### src/logic/exerionVideo_macros.svh
// raster bounds assume one pixel per clk2_6MHZ; blank and sync windows are inclusive limits
`ifndef EXERION_VIDEO_MACROS_SVH
`define EXERION_VIDEO_MACROS_SVH

// ========================================
// raster counter limits
// ========================================
`define EXV_H_FIRST 88      // first horizontal count after the wrap
`define EXV_H_LAST 511      // last horizontal count of a line

// ========================================
// blanking windows
// ========================================
// horizontal blank while the count is below LOW or above HIGH
`define EXV_HBLANK_LOW 90
`define EXV_HBLANK_HIGH 437
// vertical blank while the line is below LOW or above HIGH
`define EXV_VBLANK_LOW 16
`define EXV_VBLANK_HIGH 239

// ========================================
// sync windows
// ========================================
`define EXV_HSYNC_FIRST 432 // hsync is high inside this window
`define EXV_HSYNC_LAST 447
`define EXV_VSYNC_FIRST 248 // vsync is low inside this window
`define EXV_VSYNC_LAST 251

// sprite strips are drawn this many pixels at a time
`define EXV_STRIP_WIDTH 8

`endif

### src/logic/exerionVideoPixelPkg.sv
// pixel types; a zero layer code is transparent, so colour 0 of a layer can never be shown
`include "exerionVideo_macros.svh"

package exerionVideoPixelPkg;

	// 4-bit colour code of one layer
	typedef logic [3:0] pixel_t;

	// palette index, top bit selects the bright half
	typedef logic [4:0] colorIndex_t;

	// one strip of sprite colour, pixel 0 in the lowest nibble
	typedef pixel_t [`EXV_STRIP_WIDTH-1:0] spriteStrip_t;

	// strip drawer FSM
	typedef enum logic {
		IDLE = 1'b0,
		DRAW = 1'b1
	} drawState_t;

endpackage

### src/logic/exerionVideoTimingPkg.sv
// raster position types; the horizontal count only ever holds 88 to 511 in normal running
package exerionVideoTimingPkg;

	// horizontal position, also the line buffer address
	typedef logic [8:0] hCount_t;

	// line number, bit 0 picks the sprite line buffer
	typedef logic [7:0] vCount_t;

endpackage

### src/logic/layerPriorityMixer.sv
// two-stage mixer; spritePix_i must already be one clock behind the counts, as the buffer gives it
`include "exerionVideo_macros.svh"

module layerPriorityMixer (
	input  logic clk2_6MHZ,
	input  logic RAMB,
	input  exerionVideoTimingPkg::hCount_t hCount_i,
	input  exerionVideoTimingPkg::vCount_t vCount_i,
	input  exerionVideoPixelPkg::pixel_t fgPix_i,
	input  exerionVideoPixelPkg::pixel_t bgPix_i,
	input  exerionVideoPixelPkg::pixel_t spritePix_i,
	output exerionVideoPixelPkg::colorIndex_t colorIndex_o,
	output logic hBlank_o,
	output logic vBlank_o,
	output logic hSync_o,
	output logic vSync_o
);

	exerionVideoPixelPkg::pixel_t fgS1, bgS1;
	logic hBlankS1, vBlankS1, hSyncS1, vSyncS1;

	// ========================================
	// stage one, flags decoded from the counts
	// ========================================
	always_ff @(posedge clk2_6MHZ or negedge RAMB) begin
		if (!RAMB) begin
			hBlankS1 <= 1'b1;
			vBlankS1 <= 1'b1;
			hSyncS1 <= 1'b0;
			vSyncS1 <= 1'b0;
		end else begin
			hBlankS1 <= (hCount_i < `EXV_HBLANK_LOW) || (hCount_i > `EXV_HBLANK_HIGH);
			vBlankS1 <= (vCount_i < `EXV_VBLANK_LOW) || (vCount_i > `EXV_VBLANK_HIGH);
			hSyncS1 <= (hCount_i >= `EXV_HSYNC_FIRST) && (hCount_i <= `EXV_HSYNC_LAST);
			vSyncS1 <= !((vCount_i >= `EXV_VSYNC_FIRST) && (vCount_i <= `EXV_VSYNC_LAST));
		end
	end

	// layer pixels for the same position
	always_ff @(posedge clk2_6MHZ) begin
		fgS1 <= fgPix_i;
		bgS1 <= bgPix_i;
	end

	// ========================================
	// stage two, priority fg > sprite > bg
	// ========================================
	always_ff @(posedge clk2_6MHZ or negedge RAMB) begin
		if (!RAMB) begin
			colorIndex_o <= '0;
			hBlank_o <= 1'b1;
			vBlank_o <= 1'b1;
			hSync_o <= 1'b0;
			vSync_o <= 1'b0;
		end else begin
			if (hBlankS1 || vBlankS1) colorIndex_o <= '0;
			else if (fgS1 != '0) colorIndex_o <= {1'b1, fgS1};        // bright half
			else if (spritePix_i != '0) colorIndex_o <= {1'b1, spritePix_i};
			else colorIndex_o <= {1'b0, bgS1};                        // dark half
			hBlank_o <= hBlankS1;
			vBlank_o <= vBlankS1;
			hSync_o <= hSyncS1;
			vSync_o <= vSyncS1;
		end
	end

endmodule

### config.mk
export PLATFORM = sky130hd
export DESIGN_NAME = layerPriorityMixer
export DESIGN_NICKNAME = d
export VERILOG_FILES = /design/src/logic/exerionVideoPixelPkg.sv /design/src/logic/exerionVideoTimingPkg.sv /design/src/logic/layerPriorityMixer.sv
export VERILOG_INCLUDE_DIRS = /design/src /design/src/logic
export SDC_FILE = /design/constraint.sdc
export NUM_CORES = 1
export LEC_CHECK = 0
export ABC_AREA = 0
export BUFFER_PORTS_ARGS = -buffer_cell sky130_fd_sc_hd__buf_2
export CAP_MARGIN = 15
export CORE_MARGIN = 8
export CORE_UTILIZATION = 37
export CTS_CLUSTER_SIZE = 40
export DETAILED_ROUTE_END_ITERATION = 8
export PLACE_DENSITY = 0.69
export SLEW_MARGIN = 5
export SYNTH_ARGS = -nofsm -noshare
export SYNTH_HDL_FRONTEND = slang
export SYNTH_SLANG_ARGS = --single-unit
### constraint.sdc
create_clock -name clk2_6MHZ -period 0.96 [get_ports clk2_6MHZ]
set_input_delay 0.144 -clock clk2_6MHZ [delete_from_list [all_inputs] [get_ports clk2_6MHZ]]
set_output_delay 0.144 -clock clk2_6MHZ [all_outputs]
set_load 0.02 [all_outputs]
### After elaboration in Yosys (flattened, before gate mapping)

Index checks and enable logic that the tools add are counted.

| cells by class | value |
|---|---|
| reduce and logical (&&, ||, !) cells | 8 |
| add/sub/neg operators | 0 |
| div/mod/pow operators | 0 |
| magnitude comparators | 8 |
| bitwise logic cells | 0 |
| multiply operators | 0 |
| mux-type cells | 3 |
| shifts and indexed selects | 0 |
| equal/unequal tests | 0 |

Operators by type and width:

| operator | count |
|---|---|
| $mux 5 | 3 |
| $ge 9x9->1 const B | 1 |
| $gt 9x9->1 const B | 1 |
| $le 9x9->1 const B | 1 |
| $lt 9x7->1 const B | 1 |
| $ge 8x8->1 const B | 1 |
| $gt 8x8->1 const B | 1 |
| $le 8x8->1 const B | 1 |
| $lt 8x5->1 const B | 1 |
| $reduce_bool 4->1 | 2 |
| $logic_or 1x1->1 | 3 |
| $logic_and 1x1->1 | 2 |
| $logic_not 1->1 | 1 |

| storage, ports and cells | value |
|---|---|
| input bits | 31 |
| memory bits (read-only) | 0 |
| logic and storage cells | 30 |
| RAM bits | 0 |
| register bits after elaboration | 21 |
| latch bits | 0 |
| output and inout bits | 9 |
| memories | 0 |

### Depth between registers and ports, before layout

| logic depth | value |
|---|---|
| depth in word-level cells | 4 |
| depth in mapped cells | 3 |

### Least setup slack after synthesis

No wires, ideal clock.

| timing | value |
|---|---|
| kind | register to register |
| start point | reg fgS1[0] |
| end point | reg colorIndex_o[0] |
| slack | 0.066 ns |
| stages on the path, launching flop included | 4 |
| buffers on the path | 0 |
| arrival | 0.817 ns |
| required time | 0.884 ns |
| path through | dfxtp_1 nor4_4 nand2_2 o21ai_1 |

| on the way | value |
|---|---|
| word-level cells in the longest chain between the ends | 3 |

RTL lines:

| what | line | source |
|---|---|---|
| start, declared | layerPriorityMixer.sv:19 | `exerionVideoPixelPkg::pixel_t fgS1, bgS1;` |
| start signal, assigned | layerPriorityMixer.sv:41 | `fgS1 <= fgPix_i;` |
| $reduce_bool 4->1 | layerPriorityMixer.sv:57 | `else if (fgS1 != '0) colorIndex_o <= {1'b1, fgS1};` |
| $mux 5 (*) | layerPriorityMixer.sv:57 |  |
| $mux 5 (*) | layerPriorityMixer.sv:56 | `if (hBlankS1 \|\| vBlankS1) colorIndex_o <= '0;` |
| end signal, assigned | layerPriorityMixer.sv:57 |  |
| end signal, assigned | layerPriorityMixer.sv:58 | `else if (spritePix_i != '0) colorIndex_o <= {1'b1, spritePix_i};` |
| end signal, assigned | layerPriorityMixer.sv:59 | `else colorIndex_o <= {1'b0, bgS1};` |
| end, declared | layerPriorityMixer.sv:12 | `output exerionVideoPixelPkg::colorIndex_t colorIndex_o,` |

Mark *: on every way between the ends. The rest lies on a longest branch, timed or not.

### Final worst setup path

| timing | value |
|---|---|
| start point | reg vBlank_o |
| end point | out vBlank_o |

RTL lines:

| what | line | source |
|---|---|---|
| start, declared | layerPriorityMixer.sv:14 | `output logic vBlank_o,` |
| start signal, assigned | layerPriorityMixer.sv:61 | `vBlank_o <= vBlankS1;` |

No word-level cell between the ends.

==> flow_summary_export.csv <==
group,metric,value,unit
run_status,status,"finished with violations",
run_status,violations,"negative setup slack",
synth,synth_xor_xnor_area_share,0,
global_route,number_of_antenna_violations_at_the_first_check_in_global_routing,0,
timing,max-slew-margin-rel,0.8298,
floorplan,floorplan.initialDensity,0.4007,
timing,max_freq,924.3,MHz
timing,worst_hold_slack,0.04187,ns
timing,finalCriticalPeriod,1.082,ns
route,drt_drc_violations_left,0,
power_and_ir_drop,p_per_area,1487,mW/mm^2
floorplan,die_y,59.48,um
synth,post_synth_most_frequent_cells,"sky130_fd_sc_hd__dfrtp_1 (9), sky130_fd_sc_hd__dfxtp_1 (8), sky130_fd_sc_hd__nand2_1 (5)",
clocking,tritoncts_num_sinks,21,
timing,report.final.hold_viol_count,0,
synth,synth_top_cell_area_share,0.3220,
floorplan,die_area,0.003537,mm^2
timing,rsz0062_at_grt,"yes",
power_and_ir_drop,netSwitchingFraction,0.2385,
floorplan,row_count,15,
synth,ys_dominant_reg_cell,"sky130_fd_sc_hd__dfrtp_1",
placed_design,dpl.cell_count,117,
power_and_ir_drop,vdd.ir_drop.worst,0.9721,mV
finish,final_core_utilization,0.6366,
clocking,cts-buffers-inserted,3,
timing,finalSetupTns,-0.3564,ns
timing,tightestPinTransition,0.2534,ns
timing,finClkSkew,0.001070,ns
floorplan,core,0.001745,mm^2
finish,insertedDiodeCount,0,
placed_design,place.gp.congestion,0.7366,
timing,period_share,1.127,
power_and_ir_drop,cellInternalPower,1.258,mW
clocking,cts_buffer_depth,2,
clocking,clock_tree.root_cell,"sky130_fd_sc_hd__clkbuf_4",
synth,post_synth_inst_count,56,
worst_setup_path,path_max_fanout,1,
route,route.antenna.remaining_nets,0,
floorplan,top_level_ports,40,
worst_setup_path,path_delay_family,"flip-flops",
timing,post-route-worst-setup-slack,-0.1220,ns
route,vias_per_cell,4.504,
finish,post_route_cells_drive_above_1_share,0.4906,
timing,final-setup-viol-count,6,
hold_path,timing.hold.worst.start,"vCount_i[2]",
finish,fill_cells,149,
hold_path,worstHoldPathType,"in -> reg",
placed_design,detailed_place_hpwl,1.185,mm
timing,slew_violations,0,
route,routedWlPerCell,11.29,um
route,wl,1.479,mm
power_and_ir_drop,finalPower,1.652,mW
synth,synth.top_cells.by_area,"sky130_fd_sc_hd__dfrtp_1 (32%), sky130_fd_sc_hd__dfxtp_1 (23%), sky130_fd_sc_hd__dfstp_2 (15%), sky130_fd_sc_hd__a31oi_1 (3.6%), sky130_fd_sc_hd__nor4_4 (3.0%)",
worst_setup_path,r2r_slack,-0.04,ns
worst_setup_path,slowest_delay,0.54,ns
worst_setup_path,critical-path-slowest-cell,"sky130_fd_sc_hd__dfstp_2",
synth,synth.ff_latch_count,21,
placed_design,dpl_cell_area,910.9,um^2
clocking,cts.repair_timing.setup_buffer_count,0,
worst_setup_path,critical_path_buf_inv_count,1,
worst_setup_path,worst_r2r_path_depth,3,
synth,simple_logic_cell_fraction_of_the_synthesized_area,0.1699,
placed_design,pre_cts_ws,-0.02400,ns
global_route,grt_start_max_net_pins,14,
clocking,cts.reportedPaths.clkPinSlew,0.10,ns
hold_path,holdPathEnd,"vSyncS1",
power_and_ir_drop,share_clk_of_total_power,0.242,
worst_setup_path,setup.worst_path.end_class,"output pin",
route,drt_iter0_markers,2,
synth,postSynthNetCount,87,
synth,post_synth_edffs,0,
power_and_ir_drop,p_leak,0.5214,nW
synth,synth_fa_ha_area_frac,0,
clocking,htree_num_levels,1,
route,routed-via-count,590,
clocking,cts_tree,"built",
worst_setup_path,critical_path.cell_chain,"buf_6",
global_route,via_count_of_the_first_global_routing_pass,600,
synth,synthMuxAreaShare,0,
job,max_cap_violations,0,
synth,yosys.cell_types.count,21,
synth,yosysWarningCount,0,
synth,post-synth-top-count-cell,"sky130_fd_sc_hd__dfrtp_1",
synth,post_synth_instance_area,699.4,um^2
synth,synth_area_per_cell,12.49,um^2
global_route,grt_first_pass_wirelength,2.304,mm
finish,final_cells,131,
power_and_ir_drop,netSwitchingPower,0.3939,mW
worst_setup_path,timing.setup.critical_path_class,"reg -> out",
floorplan,die_width,59.48,um
worst_setup_path,worst-endpoint-arrival,0.94,ns
power_and_ir_drop,share_comb_of_total_power,0.168,
worst_setup_path,reg2reg_from,"fgS1[0]",
clocking,clock_insertion_delay_at_the_later_pin_of_the_skew_report,0.29,ns
worst_setup_path,worst_setup_path_start_kind,"flip-flop",
placed_design,port-buffer-count,36,
finish,syn_to_final_growth,58.86,%
global_route,grt_overflow,0,
worst_setup_path,r2r_end,"colorIndex_o[0]",
synth,async_reset_ff_frac,0.6190,
global_route,overall_routing_resource_usage,0.08533,
finish,final_cell_area,0.001111,mm^2
route,detailedRoute.firstPassIterationCount,2,
hold_path,whs_path_depth,2,
power_and_ir_drop,power_frac_seq,0.590,
synth,synthDominantAreaCellType,"sky130_fd_sc_hd__dfrtp_1",
worst_setup_path,required_time_of_the_critical_path,0.82,ns
finish,nNetsFinal,138,
synth,synth_compound_gate_area_share,0.1073,
synth,synth_seq_area_share,0.7013,
synth,combinational_family_with_the_most_area_after_synthesis,"simple AND/OR/NAND/NOR gates",
[power groups by stage]
stage	clock network (mW)	registers [mW]	logic, mW
2_1_floorplan	0	1.02	0.0552
3_3_place_gp	0	0.985	0.201
3_5_place_dp	0	0.985	0.207
4_1_cts	0.414	0.976	0.272
5_1_grt	0.464	0.981	0.302
6_report	0.399	0.975	0.278
[state kept, by name, indices dropped and copies added, names as in the netlist]
signal and cells:
bgS1 4, colorIndex_o 5, fgS1 4, hBlankS1 1
hBlank_o 1, hSyncS1 1, hSync_o 1, vBlankS1 1
vBlank_o 1, vSyncS1 1, vSync_o 1
[worst reg2reg max path, delay by kind of cell, from the launching register on]
| kind | cells | cell delay [ns] |
|---|---|---|
| compound gates | 1 | 0.13 |
| flops | 1 | 0.35 |
| simple gates | 2 | 0.45 |
[worst max path at each step]
stage               slack (ns)     start              end  depth (start not counted)
floorplan                 0.07   fgS1[0]  colorIndex_o[0]                          3
global placement          0.02   fgS1[0]  colorIndex_o[2]                          3
detailed placement       -0.02   fgS1[0]  colorIndex_o[0]                          3
CTS                      -0.14  vBlank_o         vBlank_o                          1
global route             -0.17  hBlank_o         hBlank_o                          1
finish                   -0.12  vBlank_o         vBlank_o                          1
[cell type report]
type / instances / area [um^2] / area share
Sequential cell: 21 / 493.0 / 0.4437
Clock buffer: 4 / 26.28 / 0.02365
Tap cell: 25 / 31.28 / 0.02815
Multi-Input combinational cell: 31 / 209.0 / 0.1881
Timing Repair Buffer: 46 / 336.6 / 0.3029
Inverter: 4 / 15.01 / 0.01351
[cell usage in the layout, fill, tap and decap left out, types with 3 or more instances in the layout]
cell type	instances
sky130_fd_sc_hd__a31oi_1	4
sky130_fd_sc_hd__buf_2	27
sky130_fd_sc_hd__nor2_1	3
sky130_fd_sc_hd__dfxtp_1	6
sky130_fd_sc_hd__dlygate4sd3_1	10
sky130_fd_sc_hd__o21ai_2	4
sky130_fd_sc_hd__inv_1	4
sky130_fd_sc_hd__clkbuf_4	3
sky130_fd_sc_hd__dfrtp_1	9
sky130_fd_sc_hd__buf_6	9
sky130_fd_sc_hd__nand2_1	5
sky130_fd_sc_hd__dfstp_2	4
[what timing repair did]
action	in CTS	in global routing
hold endpoints to repair	21	1
resized for setup	21	3
hold buffers	9	1
setup endpoints to repair	13	14
pin swaps	5	3
[routing by layer]
layer,GRT usage,share of wire,vias up
met5,0,0,-
met2,0.1510,0.50,21
li1,-,-,301
met1,0.08101,0.40,264
met4,0.07167,0.026,0
met3,0.01952,0.068,4
[cell families (layout without fill, tap and decap cells)]
kind of cell,Yosys count,count (layout)
and+or+nand+nor,19,19
DFF,21,21
AOI/OAI and AO/OA,12,12
buffers and inverters,4,54
Power figures use the tool's default switching activity.
