**src/logic/exerionVideo_macros.svh**
```systemverilog
// raster bounds assume one pixel per clk2_6MHZ; blank and sync windows are inclusive limits
`ifndef EXERION_VIDEO_MACROS_SVH
`define EXERION_VIDEO_MACROS_SVH

// ========================================
// raster counter limits
// ========================================
`define EXV_H_FIRST 88      // first horizontal count after the wrap
`define EXV_H_LAST 511      // last horizontal count of a line

// ========================================
// blanking windows
// ========================================
// horizontal blank while the count is below LOW or above HIGH
`define EXV_HBLANK_LOW 90
`define EXV_HBLANK_HIGH 437
// vertical blank while the line is below LOW or above HIGH
`define EXV_VBLANK_LOW 16
`define EXV_VBLANK_HIGH 239

// ========================================
// sync windows
// ========================================
`define EXV_HSYNC_FIRST 432 // hsync is high inside this window
`define EXV_HSYNC_LAST 447
`define EXV_VSYNC_FIRST 248 // vsync is low inside this window
`define EXV_VSYNC_LAST 251

// sprite strips are drawn this many pixels at a time
`define EXV_STRIP_WIDTH 8

`endif

```
**src/logic/exerionVideoPixelPkg.sv**
```systemverilog
// pixel types; a zero layer code is transparent, so colour 0 of a layer can never be shown
`include "exerionVideo_macros.svh"

package exerionVideoPixelPkg;

	// 4-bit colour code of one layer
	typedef logic [3:0] pixel_t;

	// palette index, top bit selects the bright half
	typedef logic [4:0] colorIndex_t;

	// one strip of sprite colour, pixel 0 in the lowest nibble
	typedef pixel_t [`EXV_STRIP_WIDTH-1:0] spriteStrip_t;

	// strip drawer FSM
	typedef enum logic {
		IDLE = 1'b0,
		DRAW = 1'b1
	} drawState_t;

endpackage

```
**src/logic/exerionVideoTimingPkg.sv**
```systemverilog
// raster position types; the horizontal count only ever holds 88 to 511 in normal running
package exerionVideoTimingPkg;

	// horizontal position, also the line buffer address
	typedef logic [8:0] hCount_t;

	// line number, bit 0 picks the sprite line buffer
	typedef logic [7:0] vCount_t;

endpackage

```
**src/logic/spriteWriteIf.sv**
```systemverilog
// line buffer write port; no acknowledge, so each clock with wrEn high is one committed write
interface spriteWriteIf;

	logic wrEn;                                  // write strobe, one pixel per clock
	logic wrSel;                                 // which of the two line buffers
	exerionVideoTimingPkg::hCount_t wrAddr;      // horizontal position of the pixel
	exerionVideoPixelPkg::pixel_t wrData;        // nonzero sprite colour

	modport drawer (
		output wrEn,
		output wrSel,
		output wrAddr,
		output wrData
	);

	modport buffer (
		input wrEn,
		input wrSel,
		input wrAddr,
		input wrData
	);

endinterface
```
**src/logic/spriteRowDrawer.sv**
```systemverilog
// strip drawer; requests while busy are dropped and the host keeps X+7 inside the visible line
`include "exerionVideo_macros.svh"

module spriteRowDrawer (
	input  logic clk2_6MHZ,
	input  logic RAMB,
	input  logic spriteReq_i,
	input  exerionVideoTimingPkg::hCount_t spriteX_i,
	input  exerionVideoPixelPkg::spriteStrip_t spriteStrip_i,
	input  logic lineParity_i,
	output logic busy_o,
	spriteWriteIf.drawer wr
);

	localparam int CNT_W = $clog2(`EXV_STRIP_WIDTH);
	localparam int STRIP_LAST = `EXV_STRIP_WIDTH - 1;

	// ========================================
	// control state
	// ========================================
	exerionVideoPixelPkg::drawState_t drawState;
	logic [CNT_W-1:0] stripCnt;     // pixel being written

	// latched request
	exerionVideoPixelPkg::spriteStrip_t stripReg;
	exerionVideoTimingPkg::hCount_t xBase;
	logic wrSelReg;

	exerionVideoPixelPkg::pixel_t curPix;
	logic accept;

	assign accept = spriteReq_i && (drawState == exerionVideoPixelPkg::IDLE);

	always_ff @(posedge clk2_6MHZ or negedge RAMB) begin
		if (!RAMB) begin
			drawState <= exerionVideoPixelPkg::IDLE;
			stripCnt <= '0;
		end else begin
			case (drawState)
				exerionVideoPixelPkg::IDLE: begin
					stripCnt <= '0;
					if (accept) begin
						drawState <= exerionVideoPixelPkg::DRAW;
					end
				end
				exerionVideoPixelPkg::DRAW: begin
					stripCnt <= stripCnt + 1'b1;
					if (stripCnt == CNT_W'(STRIP_LAST)) begin
						drawState <= exerionVideoPixelPkg::IDLE; // eighth pixel done
					end
				end
				default: drawState <= exerionVideoPixelPkg::IDLE;
			endcase
		end
	end

	// strip, start and target buffer are captured on acceptance
	always_ff @(posedge clk2_6MHZ) begin
		if (accept) begin
			stripReg <= spriteStrip_i;
			xBase <= spriteX_i;
			wrSelReg <= ~lineParity_i;  // draw into the buffer of the next line
		end
	end

	// ========================================
	// write port
	// ========================================
	assign curPix = stripReg[stripCnt];

	// transparent pixels leave whatever is already in the buffer
	assign wr.wrEn = (drawState == exerionVideoPixelPkg::DRAW) && (curPix != '0);
	assign wr.wrSel = wrSelReg;
	assign wr.wrAddr = xBase + exerionVideoTimingPkg::hCount_t'(stripCnt);
	assign wr.wrData = curPix;

	assign busy_o = (drawState == exerionVideoPixelPkg::DRAW);

endmodule

```
**src/flat_wrapper.sv**
```systemverilog
// flat-port wrapper written by rule: the top's interface ports become plain ports
module spriteRowDrawer_flat 
  (clk2_6MHZ, RAMB, spriteReq_i, spriteX_i, spriteStrip_i, lineParity_i, busy_o, wr_wrEn, wr_wrSel, wr_wrAddr, wr_wrData);
  spriteWriteIf wr_i ();
  input  logic clk2_6MHZ;
  input  logic RAMB;
  input  logic spriteReq_i;
  input  exerionVideoTimingPkg::hCount_t spriteX_i;
  input  exerionVideoPixelPkg::spriteStrip_t spriteStrip_i;
  input  logic lineParity_i;
  output logic busy_o;
  output wire logic [$bits(wr_i.wrEn)-1:0] wr_wrEn;
  output wire logic [$bits(wr_i.wrSel)-1:0] wr_wrSel;
  output wire logic [$bits(wr_i.wrAddr)-1:0] wr_wrAddr;
  output wire logic [$bits(wr_i.wrData)-1:0] wr_wrData;
  assign wr_wrEn = wr_i.wrEn;
  assign wr_wrSel = wr_i.wrSel;
  assign wr_wrAddr = wr_i.wrAddr;
  assign wr_wrData = wr_i.wrData;
  spriteRowDrawer u_core (.clk2_6MHZ(clk2_6MHZ), .RAMB(RAMB), .spriteReq_i(spriteReq_i), .spriteX_i(spriteX_i), .spriteStrip_i(spriteStrip_i), .lineParity_i(lineParity_i), .busy_o(busy_o), .wr(wr_i));
endmodule
```
**config.mk**
```make
export PLATFORM = sky130hd
export DESIGN_NAME = spriteRowDrawer_flat
export DESIGN_NICKNAME = d
export VERILOG_FILES = /design/src/logic/exerionVideoPixelPkg.sv /design/src/logic/exerionVideoTimingPkg.sv /design/src/logic/spriteWriteIf.sv /design/src/logic/spriteRowDrawer.sv /design/src/flat_wrapper.sv
export VERILOG_INCLUDE_DIRS = /design/src /design/src/logic
export SDC_FILE = /design/constraint.sdc
export NUM_CORES = 1
export LEC_CHECK = 0
export BUFFER_PORTS_ARGS = -buffer_cell sky130_fd_sc_hd__buf_4
export CAP_MARGIN = 20
export CORE_UTILIZATION = 44
export DETAILED_ROUTE_END_ITERATION = 10
export PLACE_DENSITY_LB_ADDON = 0.15
export SYNTH_ARGS = -nofsm -noshare
export SYNTH_HDL_FRONTEND = slang
export SYNTH_SLANG_ARGS = --single-unit
```
**constraint.sdc**
```tcl
create_clock -name clk2_6MHZ -period 3.35 [get_ports clk2_6MHZ]
set_input_delay 0.1675 -clock clk2_6MHZ [delete_from_list [all_inputs] [get_ports clk2_6MHZ]]
set_output_delay 0.1675 -clock clk2_6MHZ [all_outputs]
set_load 0.02 [all_outputs]
```
# After elaboration in Yosys (flattened, before gate mapping)
# Index checks and enable logic that the tools add are counted.
# Widths: inputs -> output; s select.
# word_totals
regBits,46
inputBits,45
output_inout_bits,16
elab_cells,27
# op_classes
add_sub_neg,2
n_lt_le_gt_ge,1
eq_ne,1
mux,6
bitwise,2
reduce_logical,3
# op_table
cell,n
$bmux 4 s3,1
$add 9x3->9,1
$pmux 3 s2,1
$lt 3x4->1 const B,1
$mux 4,1
$reduce_bool 4->1,1
$add 3x1->3 const B,1
$eq 3x3->1 const B,1
$logic_and 1x1->1,2
$mux 1,2
$not 1->1,2
$pmux 1 s2,1

# Depth between registers and ports, before layout
# depth
word_depth,4
mapped_depth,5
depth_no_buf,5

# Least setup slack after synthesis
# OpenSTA, ideal clock, no wires.
# synth_path
path_kind,register -> register
startpoint,register u_core.drawState (netlist: u_core.busy_o)
endpoint,"register u_core.stripReg[0] in the netlist's numbering, enable pin"
setup_ps,447
arrival_ps,2428
t_required_ps,2903
slack_ps,475
stages_incl_launch_ff,2
n_path_buf,0
synth_period_minus_slack_ps,2875
cell_sequence,dfrtp_1 nor2b_1
# synth_between
elab_chain_cells,2
# synth_rtl
element,line_no,source
from (decl),spriteRowDrawer.sv:21,exerionVideoPixelPkg::drawState_t drawState;
from (signal assigned),spriteRowDrawer.sv:36,drawState <= exerionVideoPixelPkg::IDLE;
from (signal assigned),spriteRowDrawer.sv:43,drawState <= exerionVideoPixelPkg::DRAW;
from (signal assigned),spriteRowDrawer.sv:49,drawState <= exerionVideoPixelPkg::IDLE;
$not 1->1,--,
$logic_and 1x1->1,spriteRowDrawer.sv:32,assign accept = spriteReq_i && (drawState == exerionVideoPixelPkg::IDLE);
named net u_core.accept,spriteRowDrawer.sv:30,logic accept;
to (signal assigned),spriteRowDrawer.sv:60,stripReg <= spriteStrip_i;
to (decl),spriteRowDrawer.sv:25,exerionVideoPixelPkg::spriteStrip_t stripReg;
# The timed path passes the listed nets, and every way through them passes these cells.
# A chain may end at the register's enable or synchronous reset.

# Worst setup path after layout
# layout_path
startpoint,register u_core.stripCnt[0]
endpoint,output wr_wrEn
# layout_between
elab_chain_cells,4
# layout_rtl
element,line_no,source
from (decl),spriteRowDrawer.sv:22,logic [CNT_W-1:0] stripCnt;
from (signal assigned),spriteRowDrawer.sv:47,stripCnt <= stripCnt + 1'b1;
$bmux 4 s3,spriteRowDrawer.sv:69,assign curPix = stripReg[stripCnt];
$mux 4 (implied by the code),spriteRowDrawer.sv:69,
$reduce_bool 4->1,spriteRowDrawer.sv:72,assign wr.wrEn = (drawState == exerionVideoPixelPkg::DRAW) && (curPix != '0);
$logic_and 1x1->1,spriteRowDrawer.sv:72,
to (decl),flat_wrapper.sv:12,output wire logic [$bits(wr_i.wrEn)-1:0] wr_wrEn;
# No other way between the ends. The select of a mux whose other input is x is not followed.

==> flow_summary.json <==
{
  "drc_errors": 0,
  "clkPwrFrac_pct": 19.6,
  "synth_cell_types": 24,
  "port_buffers": 60,
  "drive_gt1_share_pct": 48.7,
  "r2r_start": "u_core.stripCnt[0]",
  "num-nets-final": 209,
  "stdcell_count": 208,
  "setup_viol": 0,
  "ir_drop_mv": 0.380,
  "place.gp.congestion": 0.746,
  "grt_pass1_wl_mm": 4.73,
  "synth.area.top_cells": "edfxtp_1 (67%), mux4_1 (5.6%), dfrtp_1 (5.3%)",
  "period_share_pct": 76.9,
  "die_w_um": 67.4,
  "switchingPower_mw": 0.588,
  "netlist_instances": 91,
  "start_util_pct": 46.4,
  "synth_fp_nets": 142,
  "critPathRequiredTime_ns": 3.18,
  "antenna_found_initial": 0,
  "setup_ws_ns": 0.775,
  "tightestPinTransition_ns": 0.523,
  "p_per_area_nw_per_um2": 762,
  "fmax_mhz": 388,
  "grt_pass1_vias": 1058,
  "initialDrtViolationCount": 17,
  "outcome": "finished clean",
  "ios": 61,
  "slowest_stage": "dfrtp_1",
  "min_path_cells": 1,
  "wirelength_mm": 3.10,
  "syn_to_final_growth_pct": 33.3,
  "cts_tree": "done",
  "r2r_cells": 3,
  "avgSynthCellArea_um2": 20.7,
  "finClkSkew_ns": 0.00468,
  "setup_tns_ns": 0,
  "cts_resized": 0,
  "vias": 1042,
  "synth_area_um2": 1880,
  "drv_cap": 0,
  "final_core_utilization_pct": 61.9,
  "antenna_left": 0,
  "hold_viol_final": 0,
  "cp_max_fo": 11,
  "cts_root_buf": "clkbuf_8",
  "cp-end-kind": "primary output",
  "cts_made_buffers": 5,
  "core_um2": 4060,
  "p_comb_share_pct": 37.1,
  "wire_per_inst_um": 14.9,
  "num_rows": 23,
  "r2r_slack_ns": 1.99,
  "rsz0062_at_grt": "no",
  "cp.arrival_ns": 2.41,
  "clkSinkCount": 46,
  "ys_ff_latch": 46,
  "reg2reg_to": "u_core.stripCnt[2]",
  "synth_top_cell_area_share_pct": 66.9,
  "vias_per_cell": 5.01,
  "ys.warnings.count": 0,
  "grt-ovfl-total": 0,
  "p_int_mw": 1.33,
  "die-area_um2": 4550,
  "critPathKind": "reg -> out",
  "hp-start": "spriteStrip_i[2]",
  "htree_levels": 2,
  "crit_chain": "mux4_2 > mux2_2 > o41a_1 > buf_4",
  "p_sw_share_pct": 30.7,
  "crit_path_max_incr_delay_ns": 0.67,
  "ys_seq_area_share_pct": 72.2,
  "hold_path_end": "u_core.stripReg[2]",
  "max_slew_margin_pct": 65.2,
  "place_inst": 199,
  "place_ws_ns": 1.06,
  "cts_buffer_depth": 2,
  "startpoint_type": "register",
  "leakage_nw": 1.01,
  "diodes": 0,
  "fin_crit_ns": 2.58,
  "track_usage_pct": 14.9,
  "grt_max_degree": 44,
  "clk_pin_slew_ns": 0.08,
  "synth_top_area_cell": "edfxtp_1",
  "hp-class": "in -> reg",
  "total_power_mw": 1.92,
  "final_max_slew_viol_count": 0,
  "worstSkewPairLatency_ns": 0.28,
  "dieHeight_um": 67.4,
  "hpwl_mm": 2.37,
  "dr.pass1.iters": 4,
  "power_frac_seq_pct": 43.3
}
-- registers in the layout, indices dropped and copies added, names as in the netlist --
name             count
u_core.wr.wrSel      1
u_core.stripCnt      3
u_core.xBase         9
u_core.busy_o        1
u_core.stripReg     32
-- power groups by stage --
stage	Clock [mW]	Sequential, mW	Combinational (mW)
floorplan	0	0.805	0.498
global placement	0	0.846	0.687
detailed placement	0	0.852	0.706
CTS	0.388	0.839	0.709
global route	0.410	0.848	0.772
finish	0.375	0.830	0.710
-- cell usage after synthesis --
cell type,n
mux4_2,4
a21o_1,3
nor2b_1,1
and3b_1,1
mux2_2,3
inv_1,2
nand4_1,1
edfxtp_1,42
nand2_1,3
and3_1,1
and2_1,2
o41a_1,1
mux2_4,1
mux4_1,4
xnor2_1,4
a21oi_1,1
nor2_1,1
dfrtp_1,4
fa_1,1
ha_1,5
clkbuf_8,1
buf_6,1
and2b_2,1
xor2_1,3
-- cell families (layout without fill, tap and decap cells) --
group	count (synthesis)	count (layout)	share of synthesized area, %
AND/OR/NAND/NOR	11	11	3.39
adder cells (fa/ha/maj)	6	6	4.38
buffers and inverters	4	71	1.73
flip-flops	46	46	72.2
AO/OA/AOI/OAI	5	5	2.06
multiplexers	12	12	12.9
XOR/XNOR	7	7	3.25
-- worst max-delay path by stage --
stage / from / endpoint / slack, ns / cells after the start
detailed placement: u_core.stripCnt[0] / wr_wrEn / 1.06 / 4
CTS: u_core.stripCnt[0] / wr_wrEn / 0.73 / 4
global placement: u_core.stripCnt[0] / wr_wrEn / 1.08 / 4
finish: u_core.stripCnt[0] / wr_wrEn / 0.77 / 4
global route: u_core.stripCnt[0] / wr_wrEn / 0.63 / 4
floorplan: u_core.busy_o / u_core.stripReg[0] / 0.48 / 1
-- metrics by stage --
step / instance area, µm² / hold WS [ns]
after detailed placement: 2380 / -0.0316
after global placement: 2380 / -0.0347
after floorplan: 1880 / -0.128
after CTS: 2490 / 0.0437
after global routing: 2510 / 0.0339
final: 2510 / 0.0521
-- layout make-up --
type,count,area [µm²]
inverters,2,7.51
well taps,50,62.6
clock buffers,5,68.8
flip-flops and latches,46,1360
fillers,311,1550
clock inverters,2,33.8
repair buffers,62,480
multi-input cells,41,498
-- worst max-delay path: cells and delay by family, from the launching register on --
family | cells | cell delay (ns)
buf+inv | 1 | 0.17
flops | 1 | 0.67
mux | 2 | 0.86
compound gates | 1 | 0.43
-- cells in the final DEF (no fill, tap or decap) --
cell type / instances
ha_1: 5
a21oi_1: 1
bufinv_16: 1
xor2_1: 3
nor2b_4: 1
xnor2_1: 4
fa_1: 1
a21o_1: 3
mux4_2: 4
mux2_2: 3
and2b_2: 1
buf_12: 1
and3b_1: 1
dlygate4sd3_1: 1
inv_1: 2
clkinv_1: 1
nand4_1: 1
nand2_1: 3
and3_1: 1
nor2_1: 1
and2_1: 2
edfxtp_1: 42
mux4_1: 4
dfrtp_1: 4
buf_4: 60
o41a_1: 1
clkbuf_8: 5
mux2_4: 1
-- routing by layer --
layer	wire [µm]	track usage, %
met1	1140	15.8
met3	212	5.24
met2	1730	27.4
met5	0	0
met4	16	4.79
-- timing repair --
item	CTS	global route
hold buffers	1	0
buffers inserted	0	0
hold endpoints to repair	4	0
endpoints found under the setup margin	0	0
Note: power is estimated with default switching activity, not from simulation.
