$ cat config.mk
export PLATFORM = sky130hd
export DESIGN_NAME = rasterTimer
export DESIGN_NICKNAME = d
export VERILOG_FILES = /design/src/logic/exerionVideoTimingPkg.sv /design/src/logic/rasterTimer.sv
export VERILOG_INCLUDE_DIRS = /design/src /design/src/logic
export SDC_FILE = /design/constraint.sdc
export NUM_CORES = 1
export LEC_CHECK = 0
export ABC_AREA = 1
export BUFFER_PORTS_ARGS = -buffer_cell sky130_fd_sc_hd__buf_2
export CAP_MARGIN = 40
export CORE_MARGIN = 8
export CORE_UTILIZATION = 45
export CTS_CLUSTER_DIAMETER = 50
export DETAILED_ROUTE_END_ITERATION = 7
export HOLD_SLACK_MARGIN = 0.08
export PLACE_DENSITY = 0.68
export SYNTH_ARGS = -nofsm -noshare
export SYNTH_HDL_FRONTEND = slang
export SYNTH_SLANG_ARGS = --single-unit
$ cat constraint.sdc
create_clock -name clk2_6MHZ -period 2.2 [get_ports clk2_6MHZ]
set_clock_uncertainty 0.15 [all_clocks]
set_input_delay 0.22 -clock clk2_6MHZ [delete_from_list [all_inputs] [get_ports clk2_6MHZ]]
set_output_delay 0.22 -clock clk2_6MHZ [all_outputs]
set_load 0.02 [all_outputs]
$ cat src/logic/exerionVideo_macros.svh
// raster bounds assume one pixel per clk2_6MHZ; blank and sync windows are inclusive limits
`ifndef EXERION_VIDEO_MACROS_SVH
`define EXERION_VIDEO_MACROS_SVH

// ========================================
// raster counter limits
// ========================================
`define EXV_H_FIRST 88      // first horizontal count after the wrap
`define EXV_H_LAST 511      // last horizontal count of a line

// ========================================
// blanking windows
// ========================================
// horizontal blank while the count is below LOW or above HIGH
`define EXV_HBLANK_LOW 90
`define EXV_HBLANK_HIGH 437
// vertical blank while the line is below LOW or above HIGH
`define EXV_VBLANK_LOW 16
`define EXV_VBLANK_HIGH 239

// ========================================
// sync windows
// ========================================
`define EXV_HSYNC_FIRST 432 // hsync is high inside this window
`define EXV_HSYNC_LAST 447
`define EXV_VSYNC_FIRST 248 // vsync is low inside this window
`define EXV_VSYNC_LAST 251

// sprite strips are drawn this many pixels at a time
`define EXV_STRIP_WIDTH 8

`endif

$ cat src/logic/exerionVideoTimingPkg.sv
// raster position types; the horizontal count only ever holds 88 to 511 in normal running
package exerionVideoTimingPkg;

	// horizontal position, also the line buffer address
	typedef logic [8:0] hCount_t;

	// line number, bit 0 picks the sprite line buffer
	typedef logic [7:0] vCount_t;

endpackage

$ cat src/logic/rasterTimer.sv
// raster counter; horizontal runs 88 to 511 and the 8-bit line count wraps freely from 255 to 0
`include "exerionVideo_macros.svh"

module rasterTimer (
	input  logic clk2_6MHZ,
	input  logic RAMB,
	output exerionVideoTimingPkg::hCount_t hCount_o,
	output exerionVideoTimingPkg::vCount_t vCount_o
);

	// ========================================
	// position registers
	// ========================================
	exerionVideoTimingPkg::hCount_t hCount;
	exerionVideoTimingPkg::vCount_t vCount;

	logic lineEnd;

	// last pixel of the line
	assign lineEnd = (hCount == exerionVideoTimingPkg::hCount_t'(`EXV_H_LAST));

	always_ff @(posedge clk2_6MHZ or negedge RAMB) begin
		if (!RAMB) begin
			hCount <= exerionVideoTimingPkg::hCount_t'(`EXV_H_FIRST);
			vCount <= '0;
		end else if (lineEnd) begin
			hCount <= exerionVideoTimingPkg::hCount_t'(`EXV_H_FIRST); // skip 0 to 87
			vCount <= vCount + 1'b1;   // 255 rolls over to 0
		end else begin
			hCount <= hCount + 1'b1;
		end
	end

	// the rest of the design sees the counter directly
	assign hCount_o = hCount;
	assign vCount_o = vCount;

endmodule

# Word level (Yosys, flattened, before mapping)
# Cells that the tools add are included.
dict set report totals {
  input_bits 2
  reg_bits 17
  word_cells 6
}
dict set report classes {
  n_eq_ne 1
  muxes 1
  n_addsub 2
}
# cell n
set ops {}
lappend ops {{adder 9 x 1 -> 9 bit (second input constant)} 1}
lappend ops {{equality test 9 bit (second input constant)} 1}
lappend ops {{two-way mux 9 bit} 1}
lappend ops {{adder 8 x 1 -> 8 bit (second input constant)} 1}

# Depth between registers and ports, before layout
# Gate-level depths: netlist (run 1).
dict set report depth {
  depth_word 2
  ltp_mapped 14
  depth_no_buf 13
}

# Worst setup path before layout (run 1)
# No wires, ideal clock.
dict set report synth_path {
  path_kind {flip-flop to flip-flop}
  from {register hCount[0], in the netlist hCount_o[0]}
  to {register vCount[4], in the netlist vCount_o[4]}
  synth_period_minus_slack_ps 2052
  arrival_time_ps 1783
  n_path_buf 1
  path_slack_ps 148
  setup_time_ps 118
  stages_incl_launch_ff 15
  path_cell_list {dfrtp_1 ha_1 nand2_1 inv_1 nand4_1 inv_1 nand2_1 nor2_1 ha_1 buf_6 nand2_4 nor2_4 nand2_1 xor2_1 inv_1}
}
dict set report synth_via {
  elab_chain_len 1
}
# item line_no
set synth_rtl {}
lappend synth_rtl {{from (decl)} rasterTimer.sv:14} ;# exerionVideoTimingPkg::hCount_t hCount;
lappend synth_rtl {{from (signal assigned)} rasterTimer.sv:24} ;# hCount <= exerionVideoTimingPkg::hCount_t'(`EXV_H_FIRST);
lappend synth_rtl {{from (signal assigned)} rasterTimer.sv:27} ;# hCount <= exerionVideoTimingPkg::hCount_t'(`EXV_H_FIRST);
lappend synth_rtl {{from (signal assigned)} rasterTimer.sv:30} ;# hCount <= hCount + 1'b1;
lappend synth_rtl {{equality test 9 bit} rasterTimer.sv:20} ;# assign lineEnd = (hCount == exerionVideoTimingPkg::hCount_t'(`EXV_H_LAST));
lappend synth_rtl {{to (signal assigned)} rasterTimer.sv:28} ;# vCount <= vCount + 1'b1;
lappend synth_rtl {{to (decl)} rasterTimer.sv:15} ;# exerionVideoTimingPkg::vCount_t vCount;
# Every way passes these cells.
# A chain may end at the register's enable or synchronous reset.

# Final worst setup path (run 1)
dict set report layout_path {
  from {register hCount[1], in the netlist hCount_o[1]}
  to {register vCount[4], in the netlist vCount_o[4]}
}
# The elaborated chain is that of the path after synthesis.

==> results_dict.tcl, run 1 <==
set metrics [dict create \
    clk_pin_slew_worst_paths_ns 0.10 \
    start_util_pct 48.3 \
    finalWirelength_um 1660 \
    io_pins 19 \
    status "complete, no violations" \
    max_freq_mhz 502 \
    die_w_um 59.0 \
    worstMarginPinSlew_ns 0.382 \
    pwr-share-comb_pct 1.6 \
    critPathMaxStageDelay_ns 0.39 \
    maxUsedRoutingLayer "met4" \
    cts_root_buf "clkbuf_4" \
    worst-endpoint-arrival_ns 2.03 \
    timing.rr.end "vCount_o[4]$_DFFE_PN0N_" \
    drive_above_1_share_pct 29.3 \
    design.die.area_um2 3480 \
    grt_use_total_pct 9.57 \
    gp_congestion 0.824 \
    max-vdd-ir-drop_mv 0.278 \
    finalMaxSlewViolations 0 \
    clkPwrFrac_pct 34.1 \
    nNetsFinal 123 \
    slowest_stage "dfrtp_1" \
    yosys_warnings 0 \
    cts_tree "yes" \
    finalSetupViolCount 0 \
    crit_required_ns 2.24 \
    drc_errors 0 \
    syn_area_um2 833 \
    cp_cell_sequence "ha_1 > nand2_1 > inv_1 > nand4_1 > inv_1 > nand2_1 > nor2_2 > ha_4 > nand2_4 > nor2_4 > nand2_1 > xor2_1 > inv_1" \
    fin_util_pct 58.9 \
    grt_max_degree 18 \
    drv_cap 0 \
    clkSinkCount 17 \
    cts_max_path_buffers 2 \
    grt_pass1_wl_um 2570 \
    ff2ff_path_depth 13 \
    hold_viol 0 \
    path_class "flop to flop" \
    p_int_mw 0.385 \
    dpl_cell_area_um2 951 \
    ys_ff_latch 17 \
    core_area_um2 1730 \
    ys_seq_area_share_pct 51.5 \
    fin_cells 141 \
    dpl.cell_count 134 \
    met1_length_um 797 \
    worst_setup_path_end_kind "flop" \
    fin_tns_setup_ns 0 \
    crit_family "simple AND/OR/NAND/NOR gates" \
    detail-route-antenna-nets 0 \
    seq_power_share_pct 64.3 \
    synth_nets 97 \
    slew_headroom_pct 74.5 \
    num_vias 652 \
    hp-class "primary input to asynchronous set/reset pin" \
    rrSetupSlack_ns 0.21 \
    insertedDiodeCount 0 \
    rows 15 \
    grt.overflow.total 0 \
    wl_per_cell_um 11.7 \
    startpoint_type "flop" \
    min_period_over_period_pct 90.5 \
    r2r-start "hCount_o[1]$_DFF_PN0_" \
    drt_iter0_drc 12 \
    area_growth_pct 22.1 \
    dp_hpwl_um 1200 \
    clock_latency_ns 0.28 \
    path_buf_inv 3 \
    first_pass_iters 4 \
    avgSynthCellArea_um2 9.16 \
    via_per_inst 4.62 \
    switching_power_mw 0.101 \
    switching_share_pct 20.9 \
    fin_crit_ns 1.99 \
    antenna_found_initial 0 \
    final_area_um2 1020 \
    p_per_area_nw_per_um2 478 \
    port_buffers 18 \
    grt_pass1_vias 591 \
    netlist_instances 91 \
    crit_start "hCount_o[1]$_DFF_PN0_" \
    p_leak_nw 0.566 \
    path_max_fanout 6 \
    numCtsBuffers 3 \
    met2_length_um 772 \
    wl_met3_um 74 \
    die_h_um 59.0 \
    ctsHtreeMaxLevel 1 \
    synth_cell_type_count 19 \
    total_power_mw 0.486 \
]
[what timing repair did]
action	CTS	global route
endpoints found under the hold margin	17	0
resized for setup	0	3
hold buffers	1	0
endpoints found under the setup margin	0	10
setup buffers	0	2
[worst max path at each step]
| stage | depth (start not counted) | endpoint |
|---|---|---|
| after floorplan | 14 | vCount_o[4]$_DFFE_PN0N_ |
| after global placement | 12 | vCount_o[6]$_DFFE_PN0N_ |
| after detailed placement | 13 | vCount_o[4]$_DFFE_PN0N_ |
| after CTS | 13 | vCount_o[4]$_DFFE_PN0N_ |
| after global routing | 13 | vCount_o[4]$_DFFE_PN0N_ |
| final | 13 | vCount_o[4]$_DFFE_PN0N_ |
[power groups by stage]
stage	logic (mW)	clock network [mW]	registers, mW
final	0.00783	0.166	0.313
after global routing	0.00919	0.179	0.313
after CTS	0.00831	0.171	0.313
after detailed placement	0.00714	0	0.318
after global placement	0.00689	0	0.318
after floorplan	0.000000234	0	0.319
[synth_stat cells, drive strengths merged]
cell    count  area [um2]
nand3b      2        15.0
dfstp       3        78.8
nor2       12        52.6
a21oi       2        10.0
inv        13        48.8
buf         1        11.3
nand2      22        95.1
ha          4        50.1
nor3b       1        7.51
o21ai       4        20.0
nand4       1        6.26
nand3       5        25.0
xnor2       1        8.76
xor2        5        43.8
nor3        1        10.0
dfrtp      14         350
[placed cells by master, fill, tap and decap left out, types with 2 or more instances in the layout]
master    netlist  layout
nand2_1        19      19
buf_2           0      18
dfrtp_1        14      14
inv_1          13      13
nor2_1         11      10
nand3_1         5       5
xor2_1          5       5
o21ai_0         4       4
ha_1            4       3
clkbuf_4        0       3
dfstp_2         3       3
buf_4           0       3
a21oi_1         2       2
nand3b_1        2       2
nand2_2         2       2
[stage by stage]
stage                     hold WS (ns)  worst slack (ns)
final                            0.229             0.209
after global routing             0.253          -0.00592
after CTS                        0.232            0.0434
after detailed placement        0.0160            0.0625
after global placement         0.00943             0.118
after floorplan                 -0.226             0.148
[state kept, by name (all words and copies together), names as in the netlist]
name	count
hCount_o	9
vCount_o	8
[kinds of logic (layout without fill, tap and decap cells)]
group	after synthesis	in the layout	share of synthesized area (%)
xor gates and xnor gates	6	6	6.31
and+or+nand+nor	44	44	25.4
adders and majority gates	4	4	6.01
buffers and inverters	14	39	7.21
AOI/OAI and AO/OA	6	6	3.60
DFF	17	17	51.5
[final cells by class]
cell class | count | area (um2)
Multi-Input combinational cell | 60 | 359
Fill cell | 161 | 709
Clock buffer | 4 | 26.3
Sequential cell | 17 | 429
Timing Repair Buffer | 22 | 123
Tap cell | 25 | 31.3
Inverter | 13 | 48.8
[metal layers]
metal  track usage [%]  vias to the layer above
met2              15.4                       14
met5                 0                        -
li1                  -                      334
met4              5.12                        0
met3              2.60                        2
met1              11.3                      302
(Power assumes the default switching activity.)
==> inputs of run 2 (changes only) <==
--- a/config.mk
+++ b/config.mk
@@ -14,6 +14,7 @@
 export CTS_CLUSTER_DIAMETER = 50
 export DETAILED_ROUTE_END_ITERATION = 7
 export HOLD_SLACK_MARGIN = 0.08
+export MAX_ROUTING_LAYER = met4
 export PLACE_DENSITY = 0.68
 export SYNTH_ARGS = -nofsm -noshare
 export SYNTH_HDL_FRONTEND = slang
==> run 2 against run 1 <==
Effect of this change:
- largest power group unchanged
- highest routed layer unchanged
- critical endpoint unchanged
- routed wire length stayed put
- fmax hardly changed
- clock power hardly changed
- largest cell class unchanged
==> results_dict.tcl, run 2 (synthesis results as in run 1) <==
set metrics [dict create \
    drive_above_1_share_pct 29.3 \
    finalMaxSlewViolations 0 \
    antenna_found_initial 0 \
    grt_pass1_vias 591 \
    drv_cap 0 \
    rows 15 \
    num_vias 652 \
    first_pass_iters 4 \
    clk_pin_slew_worst_paths_ns 0.10 \
    clock_latency_ns 0.28 \
    wl_per_cell_um 11.7 \
    finalWirelength_um 1660 \
    status "complete, no violations" \
    n_fill_cell 161 \
    hp-class "primary input to asynchronous set/reset pin" \
    worstMarginPinSlew_ns 0.382 \
    area_growth_pct 22.1 \
    design.die.area_um2 3480 \
    critPathMaxStageDelay_ns 0.39 \
    startpoint_type "flop" \
    grt_pass1_wl_um 2570 \
    ff2ff_path_depth 13 \
    path_buf_inv 3 \
    worst_setup_path_end_kind "flop" \
    drt_iter0_drc 12 \
    crit_family "simple AND/OR/NAND/NOR gates" \
    largest_reg_flops 9 \
    gp_congestion 0.836 \
    cts_max_path_buffers 2 \
    numCtsBuffers 3 \
    die_w_um 59.0 \
    min_period_over_period_pct 90.5 \
    dpl.cell_count 134 \
    path_max_fanout 6 \
    grt_use_total_pct 9.83 \
    p_per_area_nw_per_um2 478 \
    finalSetupViolCount 0 \
    cp_cell_sequence "ha_1 > nand2_1 > inv_1 > nand4_1 > inv_1 > nand2_1 > nor2_2 > ha_4 > nand2_4 > nor2_4 > nand2_1 > xor2_1 > inv_1" \
    total_power_mw 0.486 \
    grt_max_degree 18 \
    detail-route-antenna-nets 0 \
    via_per_inst 4.62 \
    path_class "flop to flop" \
    multi_input_area_um2 359 \
    nNetsFinal 123 \
    clkSinkCount 17 \
    fin_util_pct 58.9 \
    grt.overflow.total 0 \
    timing.rr.end "vCount_o[4]$_DFFE_PN0N_" \
    r2r-start "hCount_o[1]$_DFF_PN0_" \
    worst-endpoint-arrival_ns 2.03 \
    crit_required_ns 2.24 \
    die_h_um 59.0 \
    final_common_cell "nand2_1" \
    slew_headroom_pct 74.5 \
    max_freq_mhz 502 \
    start_util_pct 48.3 \
    seqCellArea_um2 429 \
    ctsHtreeMaxLevel 1 \
    cts_root_buf "clkbuf_4" \
    fin_crit_ns 1.99 \
    cts_tree "yes" \
    mostFrequentLayoutCells "nand2_1, buf_2, dfrtp_1, inv_1, nor2_1" \
    insertedDiodeCount 0 \
    timing.hold.ws_ns 0.228 \
    slowest_stage "dfrtp_1" \
    port_buffers 18 \
    max-vdd-ir-drop_mv 0.278 \
    p_leak_nw 0.566 \
    fin_cells 141 \
    core_area_um2 1730 \
    hold_viol 0 \
    dp_hpwl_um 1200 \
    rrSetupSlack_ns 0.21 \
    drc_errors 0 \
    io_pins 19 \
]
==> run 2: cell counts in the layout (fill, tap and decap cells not counted) <==
No cell type changed its count.
==> run 2: how the worst max path moves through the flow <==
| stage | depth (start not counted) | start | slack (ns) | end |
|---|---|---|---|---|
| final | 13 | hCount_o[1]$_DFF_PN0_ | 0.21 | vCount_o[4]$_DFFE_PN0N_ |
| after global routing | 13 | hCount_o[1]$_DFF_PN0_ | -0.006 | vCount_o[4]$_DFFE_PN0N_ |
| after CTS | 13 | hCount_o[0]$_DFF_PN0_ | 0.04 | vCount_o[4]$_DFFE_PN0N_ |
| after detailed placement | 13 | hCount_o[0]$_DFF_PN0_ | 0.06 | vCount_o[4]$_DFFE_PN0N_ |
| after global placement | 12 | hCount_o[0]$_DFF_PN0_ | 0.12 | vCount_o[6]$_DFFE_PN0N_ |
| after floorplan | 14 | hCount_o[0]$_DFF_PN0_ | 0.15 | vCount_o[4]$_DFFE_PN0N_ |
==> run 2: layout make-up <==
class | count | area share [%]
Clock buffer | 4 | 2.58
Inverter | 13 | 4.80
Multi-Input combinational cell | 60 | 35.3
Sequential cell | 17 | 42.2
Tap cell | 25 | 3.08
Timing Repair Buffer | 22 | 12.1
==> run 2: where the power goes <==
part / total, mW / internal (mW) / switching [mW]
combinational: 0.00783 / 0.00180 / 0.00603
clock: 0.166 / 0.0703 / 0.0953
sequential: 0.313 / 0.313 / 0
==> run 2: timing repair <==
| item | 4_1_cts | 5_1_grt |
|---|---|---|
| hold buffers | 1 | 0 |
| resized for setup | 0 | 3 |
| setup endpoints to repair | 0 | 10 |
| endpoints found under the hold margin | 17 | 0 |
| buffers inserted | 0 | 2 |
==> run 2: layer usage <==
| metal | vias to the layer above | wire length [um] | GRT usage (%) |
|---|---|---|---|
| li1 | 334 | - | - |
| met1 | 302 | 813 | 11.5 |
| met2 | 14 | 772 | 15.4 |
| met3 | 2 | 59 | 2.17 |
| met4 | 0 | 12 | 5.12 |
| met5 | - | 0 | - |
==> run 2: per-stage QoR <==
step | area (um2) | setup TNS (ns) | setup WS [ns]
global placement | 951 | 0 | 0.118
global route | 1020 | -0.00592 | -0.00592
detailed placement | 951 | 0 | 0.0625
finish | 1020 | 0 | 0.209
CTS | 987 | 0 | 0.0434
floorplan | 833 | 0 | 0.148
